[src/key_params_pkg.sv]
// Key input global constants

package key_params_pkg;

	// ********************
	// Key vector
	// ********************

	// Number of key lines from the pins
	localparam int N_KEYS = 8;

	// One bit per key, bit index is the key number
	typedef logic [N_KEYS-1:0] key_vec_t;

	// ********************
	// Filter defaults
	// ********************

	// Saturating counter width per key
	// Top bit of the count is the filtered level
	localparam int DEF_CNT_WIDTH = 3;

	// Clocks between two sampling ticks
	localparam int DEF_TICK_DIV = 16;

endpackage

[src/key_event_pkg.sv]
// Key event type definitions

package key_event_pkg;

	// Key count sets the code width
	import key_params_pkg::*;

	// ********************
	// Event code
	// ********************

	// Bits needed to name one key
	localparam int KEY_CODE_WIDTH = $clog2(N_KEYS);

	// Index of the key that caused an event
	typedef logic [KEY_CODE_WIDTH-1:0] key_code_t;

	// ********************
	// Event kind
	// ********************

	// New level of the key that changed
	typedef logic key_kind_t;

	// Key went high
	localparam key_kind_t KIND_PRESS = 1'b1;
	// Key went low
	localparam key_kind_t KIND_RELEASE = 1'b0;

endpackage

[src/key_sampler.sv]
// Key input sampler

module key_sampler
	import key_params_pkg::*;
#(
	// Clocks per sampling tick, at least 2
	parameter int TICK_DIV = DEF_TICK_DIV
)
(
	input  logic     clk,
	input  logic     rst_n,
	input  key_vec_t keys_raw,
	output key_vec_t keys_sync,
	output logic     tick
);

	// Divider counter width
	localparam int DIV_WIDTH = $clog2(TICK_DIV);
	// Last divider state, tick fires here
	localparam logic [DIV_WIDTH-1:0] DIV_LAST = DIV_WIDTH'(TICK_DIV - 1);

	// First synchronizer stage, may go metastable
	key_vec_t keys_meta;

	// Free-running tick divider
	logic [DIV_WIDTH-1:0] div_cnt;

	// ********************
	// Synchronizer
	// ********************

	// Pins are asynchronous to clk
	// Two flops give keys_sync two edges of latency
	always_ff @(posedge clk)
	begin
		if (!rst_n)
		begin
			keys_meta <= '0;
			keys_sync <= '0;
		end
		else
		begin
			keys_meta <= keys_raw;
			keys_sync <= keys_meta;
		end
	end

	// ********************
	// Tick divider
	// ********************

	// Counts 0 to TICK_DIV-1 and wraps
	// Runs from reset, not gated by enable
	always_ff @(posedge clk)
	begin
		if (!rst_n)
			div_cnt <= '0;
		else if (div_cnt == DIV_LAST)
			div_cnt <= '0;
		else
			div_cnt <= div_cnt + 1'b1;
	end

	// One-cycle pulse on the last divider state
	// First tick comes TICK_DIV cycles after reset release
	assign tick = (div_cnt == DIV_LAST);

endmodule

[src/updown_counter.sv]
// Saturating up/down counter

module updown_counter
#(
	// Count width, at least 2
	parameter int CNT_WIDTH = 3
)
(
	input  logic                 clk,
	input  logic                 rst_n,
	input  logic                 enable,
	input  logic                 up,
	input  logic                 down,
	output logic [CNT_WIDTH-1:0] value
);

	// Upper limit of the unsigned count
	localparam logic [CNT_WIDTH-1:0] CNT_MAX = '1;

	// Limit flags
	logic at_max;
	logic at_min;

	// Step requests that survive the limits
	logic step_up;
	logic step_down;

	assign at_max = (value == CNT_MAX);
	assign at_min = (value == '0);

	// Up and down together cancel out
	// No wrap past either limit
	assign step_up   = enable & up & ~down & ~at_max;
	assign step_down = enable & down & ~up & ~at_min;

	// ********************
	// Count register
	// ********************

	// Reset starts the count at zero
	always_ff @(posedge clk)
	begin
		if (!rst_n)
			value <= '0;
		else if (step_up)
			value <= value + 1'b1;
		else if (step_down)
			value <= value - 1'b1;
	end

endmodule

[src/key_debouncer.sv]
// Key debounce filter

module key_debouncer
	import key_params_pkg::*;
#(
	// Filter counter width, at least 2
	parameter int CNT_WIDTH = DEF_CNT_WIDTH
)
(
	input  logic     clk,
	input  logic     rst_n,
	input  logic     enable,
	input  logic     tick,
	input  key_vec_t keys_sync,
	output key_vec_t keys_debounced
);

	// Per-key filter counts
	logic [CNT_WIDTH-1:0] cnt_value [N_KEYS];

	// Per-key step strobes
	key_vec_t cnt_up;
	key_vec_t cnt_down;

	// ********************
	// Filter per key
	// ********************

	for (genvar i = 0; i < N_KEYS; i++)
	begin : g_key
		// High sample moves toward pressed, low toward released
		assign cnt_up[i]   = tick & keys_sync[i];
		assign cnt_down[i] = tick & ~keys_sync[i];

		// Counter freezes while enable is low
		updown_counter
		#(
			.CNT_WIDTH(CNT_WIDTH)
		)
		i_updown_counter
		(
			.clk(clk),
			.rst_n(rst_n),
			.enable(enable),
			.up(cnt_up[i]),
			.down(cnt_down[i]),
			.value(cnt_value[i])
		);

		// Top bit is the filtered level
		// Bypass passes the synchronized level straight through
		assign keys_debounced[i] = enable ? cnt_value[i][CNT_WIDTH-1] : keys_sync[i];
	end

endmodule

[src/key_event_detect.sv]
// Key edge and event detector

module key_event_detect
	import key_params_pkg::*;
	import key_event_pkg::*;
(
	input  logic      clk,
	input  logic      rst_n,
	input  key_vec_t  keys_debounced,
	output key_vec_t  key_press,
	output key_vec_t  key_release,
	output logic      event_valid,
	output key_code_t event_code,
	output key_kind_t event_kind
);

	// Debounced levels one cycle back
	key_vec_t keys_prev;

	// Edge vectors against the previous levels
	key_vec_t keys_rise;
	key_vec_t keys_fall;
	key_vec_t keys_changed;

	// Priority encoder result
	key_code_t sel_code;
	key_kind_t sel_kind;

	assign keys_rise    = keys_debounced & ~keys_prev;
	assign keys_fall    = ~keys_debounced & keys_prev;
	assign keys_changed = keys_rise | keys_fall;

	// ********************
	// Priority encoder
	// ********************

	// Walks from the top key down
	// Last hit wins, so the lowest changed index is kept
	always_comb
	begin
		sel_code = '0;
		sel_kind = KIND_RELEASE;
		for (int i = N_KEYS - 1; i >= 0; i--)
		begin
			if (keys_changed[i])
			begin
				sel_code = key_code_t'(i);
				sel_kind = keys_debounced[i] ? KIND_PRESS : KIND_RELEASE;
			end
		end
	end

	// ********************
	// Output registers
	// ********************

	// Every output lasts one cycle per change
	// Code and kind drop back to zero when nothing changed
	always_ff @(posedge clk)
	begin
		if (!rst_n)
		begin
			keys_prev   <= '0;
			key_press   <= '0;
			key_release <= '0;
			event_valid <= 1'b0;
			event_code  <= '0;
			event_kind  <= KIND_RELEASE;
		end
		else
		begin
			keys_prev   <= keys_debounced;
			key_press   <= keys_rise;
			key_release <= keys_fall;
			event_valid <= |keys_changed;
			event_code  <= sel_code;
			event_kind  <= sel_kind;
		end
	end

endmodule

[src/key_input_top.sv]
// Key input front end

module key_input_top
	import key_params_pkg::*;
	import key_event_pkg::*;
#(
	// Filter counter width
	parameter int CNT_WIDTH = DEF_CNT_WIDTH,
	// Clocks per sampling tick
	parameter int TICK_DIV  = DEF_TICK_DIV
)
(
	input  logic      clk,
	input  logic      rst_n,
	input  logic      enable,
	input  key_vec_t  keys_raw,
	output key_vec_t  keys_debounced,
	output key_vec_t  key_press,
	output key_vec_t  key_release,
	output logic      event_valid,
	output key_code_t event_code,
	output key_kind_t event_kind
);

	// Sampler to debouncer
	key_vec_t keys_sync;
	logic     tick;

	// ********************
	// Decode stage
	// ********************

	// Pin synchronizer and tick divider
	key_sampler
	#(
		.TICK_DIV(TICK_DIV)
	)
	i_key_sampler
	(
		.clk(clk),
		.rst_n(rst_n),
		.keys_raw(keys_raw),
		.keys_sync(keys_sync),
		.tick(tick)
	);

	// ********************
	// Execute stage
	// ********************

	// Saturating filter per key, bypass when disabled
	key_debouncer
	#(
		.CNT_WIDTH(CNT_WIDTH)
	)
	i_key_debouncer
	(
		.clk(clk),
		.rst_n(rst_n),
		.enable(enable),
		.tick(tick),
		.keys_sync(keys_sync),
		.keys_debounced(keys_debounced)
	);

	// ********************
	// Result stage
	// ********************

	// Press and release pulses plus one encoded event
	key_event_detect i_key_event_detect
	(
		.clk(clk),
		.rst_n(rst_n),
		.keys_debounced(keys_debounced),
		.key_press(key_press),
		.key_release(key_release),
		.event_valid(event_valid),
		.event_code(event_code),
		.event_kind(event_kind)
	);

endmodule

[config.mk]
export PLATFORM = sky130hd
export DESIGN_NAME = key_input_top
export DESIGN_NICKNAME = d
export VERILOG_FILES = /design/src/key_params_pkg.sv /design/src/key_event_pkg.sv /design/src/key_sampler.sv /design/src/updown_counter.sv /design/src/key_debouncer.sv /design/src/key_event_detect.sv /design/src/key_input_top.sv
export SDC_FILE = /design/constraint.sdc
export NUM_CORES = 1
export LEC_CHECK = 0
export ABC_AREA = 0
export BUFFER_PORTS_ARGS = -buffer_cell sky130_fd_sc_hd__buf_4
export CAP_MARGIN = 20
export CORE_ASPECT_RATIO = 0.8
export CORE_MARGIN = 2
export CORE_UTILIZATION = 60
export DETAILED_ROUTE_END_ITERATION = 16
export PLACE_DENSITY = 0.79
export SLEW_MARGIN = 0
export SYNTH_ARGS = -nofsm -noshare
export SYNTH_HDL_FRONTEND = slang
export SYNTH_HIERARCHICAL = 1
export SYNTH_SLANG_ARGS = --single-unit
[constraint.sdc]
create_clock -name clk -period 4.7 [get_ports clk]
set_input_delay 0.47 -clock clk [delete_from_list [all_inputs] [get_ports clk]]
set_output_delay 0.47 -clock clk [all_outputs]
set_load 0.1 [all_outputs]
==> impl_metrics.csv <==
group,metric,value,unit
layout,layout_commonest_cell,"dfxtp_1",
worst_setup_path,worstSetupPathType,"flip-flop to flip-flop",
timing,tightestPinTransition,0.707,ns
drt,drc,0,
die,coreArea,5820,µm²
worst_setup_path,rr_startpoint,"i_key_sampler/div_cnt[0]",
timing,hold_viol,0,
clock_network,htreeDepth,3,
drt,antenna_left,0,
die,initial_core_util,0.609,
drt,vias,2459,
logic_synthesis,ys.flop_type,"dfxtp_1",
logic_synthesis,ys_ff_latch,73,
die,die-width,90.0,µm
pwr,sw_frac_of_total,0.235,
layout,multiInputGateArea,1950,µm²
clock_network,ctsHoldBuffers,0,
placed_design,place_ws,2.34,ns
global_routing,overflow,0,
timing,setup_tns,0,ns
pwr,p_comb_frac,0.092,
logic_synthesis,netlist-cell-type-count,39,
die,dieArea,6540,µm²
logic_synthesis,synth.avg_cell_area,9.90,µm²
pwr,vdd_drop_max,0.000225,V
timing,fmax,0.423,GHz
clock_network,insertion_delay,0.35,ns
logic_synthesis,synth_edf_count,0,
global_routing,grt_usage,0.190,
die,ioPinCount,40,
drt,wl_per_cell,11.7,µm
clock_network,cts_made_buffers,9,
worst_setup_path,critPathArrivalTime,2.65,ns
status,outcome,"finished, final reports clean",
clock_network,cts_tree,"done",
clock_network,clockBufferDepth,2,
logic_synthesis,yosys_warnings,6,
pwr,clockPowerShare,0.435,
timing,final-max-slew-violation-count,0,
worst_setup_path,crit_fanout,18,
logic_synthesis,ys_seq_area_frac,0.412,
drt,drt_iter0_drc,100,
pwr,p_sw,0.318,mW
logic_synthesis,mappedNetlistArea,3550,µm²
logic_synthesis,synthTopCellsByArea,"dfxtp_1 41%, and2_1 10%, ha_1 6.0%, fa_1 4.5%, mux2i_1 3.7%",
pwr,p_int,1.04,mW
die,placementRows,25,
logic_synthesis,synthCells,358,
worst_setup_path,critPathCaptureType,"flip-flop",
clock_network,cts_root_buffer,"clkbuf_8",
pwr,p_leak,1.82,nW
placed_design,numPortBuffers,39,
worst_setup_path,critPathRequiredTime,4.99,ns
worst_hold_path,min_to,"i_key_sampler/keys_meta[3]",
timing,rsz0062_at_grt,"false",
layout,final_cell_mix,"73 x dfxtp_1, 57 x and2_1, 39 x buf_4, 26 x inv_1, 22 x nand2_1",
layout,antenna_cells,0,
global_routing,grt_pass1_wl,9.87,mm
worst_hold_path,holdCritPathClass,"input port to flip-flop",
placed_design,gp_congestion,0.789,
layout,drive_gt1_frac,0.202,
worst_hold_path,hold_path.startpoint,"keys_raw[3]",
drt,finalWirelength,5.69,mm
logic_synthesis,async_reset_ff_frac,0,
clock_network,cts_num_sinks,73,
worst_setup_path,reg2reg_depth,10,
timing,skew,0.00445,ns
worst_setup_path,setup.worst_path.start_class,"flip-flop",
layout,num-fill-cells,441,
pwr,power_density,327,nW/µm²
clock_network,post_cts_resized,0,
global_routing,grt_max_degree,90,
logic_synthesis,yosysTopAreaCellShare,0.412,
run,cap_violations,0,
logic_synthesis,syn_nets,394,
die,die_height,72.8,µm
placed_design,dp_hpwl,3.86,mm
drt,first_pass_iters,4,
drt,routed_via_density,5.05,
logic_synthesis,synth_top_area_cell,"dfxtp_1",
timing,setup_viol_count_final,0,
layout,area_growth,16.9,%
global_routing,grt_pass1_vias,2257,
timing,final.period_utilization,0.503,
worst_hold_path,min_path_cells,2,
layout,area.sequential,1460,µm²
global_routing,antenna_found_initial,0,
timing,fin_crit,2.36,ns
layout,num-nets-final,437,
timing,worst_slack,2.34,ns
timing,slew_headroom,0.529,
worst_setup_path,r2r_slack,2.34,ns
clock_network,cts.clk_slew.worst_paths,0.07,ns
clock_network,postCtsSetupBuffers,0,
pwr,seqPwrFrac,0.473,
-- kinds of logic (layout without fill, tap and decap cells) --
group / count (synthesis) / count (layout) / share of synthesized area
AO/OA/AOI/OAI: 34 / 34 / 0.0734
adder cells (fa/ha/maj): 25 / 25 / 0.105
buffers and inverters: 33 / 81 / 0.0388
XOR/XNOR: 9 / 9 / 0.0222
multiplexers: 21 / 21 / 0.0706
flip-flops: 73 / 73 / 0.412
AND/OR/NAND/NOR: 163 / 163 / 0.278
-- worst max path at each step --
stage                                         from        end  slack, ns  cells past startpoint
after floorplan           i_key_sampler/div_cnt[0]  flip-flop       2.46                     11
after global placement    i_key_sampler/div_cnt[0]  flip-flop       2.48                     10
after detailed placement  i_key_sampler/div_cnt[0]  flip-flop       2.34                     10
after CTS                 i_key_sampler/div_cnt[0]  flip-flop       2.32                     10
after global routing      i_key_sampler/div_cnt[0]  flip-flop       2.08                     10
final                     i_key_sampler/div_cnt[0]  flip-flop       2.34                     10
-- stage by stage --
| stage | instance area, µm² | hold slack [ns] | instances | total power, mW | utilization |
|---|---|---|---|---|---|
| detailed placement | 3900 | 0.419 | 471 | 0.779 | 0.670 |
| CTS | 4140 | 0.304 | 487 | 1.37 | 0.712 |
| finish | 4140 | 0.320 | 487 | 1.35 | 0.712 |
| floorplan | 3550 | 0.412 | 358 | 0.747 | - |
| global route | 4140 | 0.306 | 487 | 1.40 | 0.712 |
| global placement | 3900 | 0.415 | 471 | 0.776 | 0.670 |
-- final cells by class --
cell class                 instances  area share
multi-input combinational        252       0.470
tap                               81      0.0245
clock buffer                      11      0.0341
sequential                        73       0.353
inverter                          26      0.0236
clock inverter                     5      0.0248
timing repair buffer              39      0.0707
-- power by group through the flow --
stage                     combinational [mW]  clock, mW  sequential [mW]
after floorplan                       0.0525          0            0.694
after global placement                 0.122          0            0.654
after detailed placement               0.124          0            0.655
after CTS                              0.125      0.603            0.640
after global routing                   0.133      0.630            0.642
final                                  0.125      0.588            0.640
-- cell usage after synthesis, types with 2 or more instances --
cell type and number:
o21ai_0 8, nor2b_1 6, and2b_1 2, fa_1 8, mux2_4 8, a31oi_1 2
and2_1 57, nand2b_1 9, and3_4 6, inv_1 26, dfxtp_1 73, o2111ai_1 2
nor2_1 16, a21o_1 3, nor3_2 5, nand3b_1 16, o21ai_1 5, o22ai_2 8
ha_1 17, and3_1 3, xor2_1 9, nand2_1 22, mux2i_1 13, nand3_1 11
nor3_1 6, buf_2 4
-- worst max-delay path, stage by stage, from the launching register on --
cell      delay, ns
dfxtp_1        0.39
ha_1           0.23
and3_4         0.30
and2_1         0.16
nand3b_1       0.12
nor2_1         0.16
inv_1          0.07
fa_1           0.39
nor3_1         0.20
a21o_1         0.12
mux2i_1        0.16
-- registers in the layout, indices dropped and copies added (netlist names) --
signal / count
i_key_event_detect/key_press: 8
i_key_sampler/keys_meta: 8
i_key_event_detect/event_valid: 1
i_key_sampler/div_cnt: 4
i_key_sampler/keys_sync: 8
i_key_event_detect/event_kind: 1
i_key_event_detect/key_release: 8
i_key_event_detect/keys_prev: 8
i_key_debouncer/g_key.i_updown_counter/value: 24
i_key_event_detect/event_code: 3
-- layer usage --
metal  wire length [µm]  global-route usage
met1               2690               0.225
met3                263              0.0651
met5                  0                   0
met2               2690               0.325
met4                 48              0.0769
(Power assumes the default switching activity.)
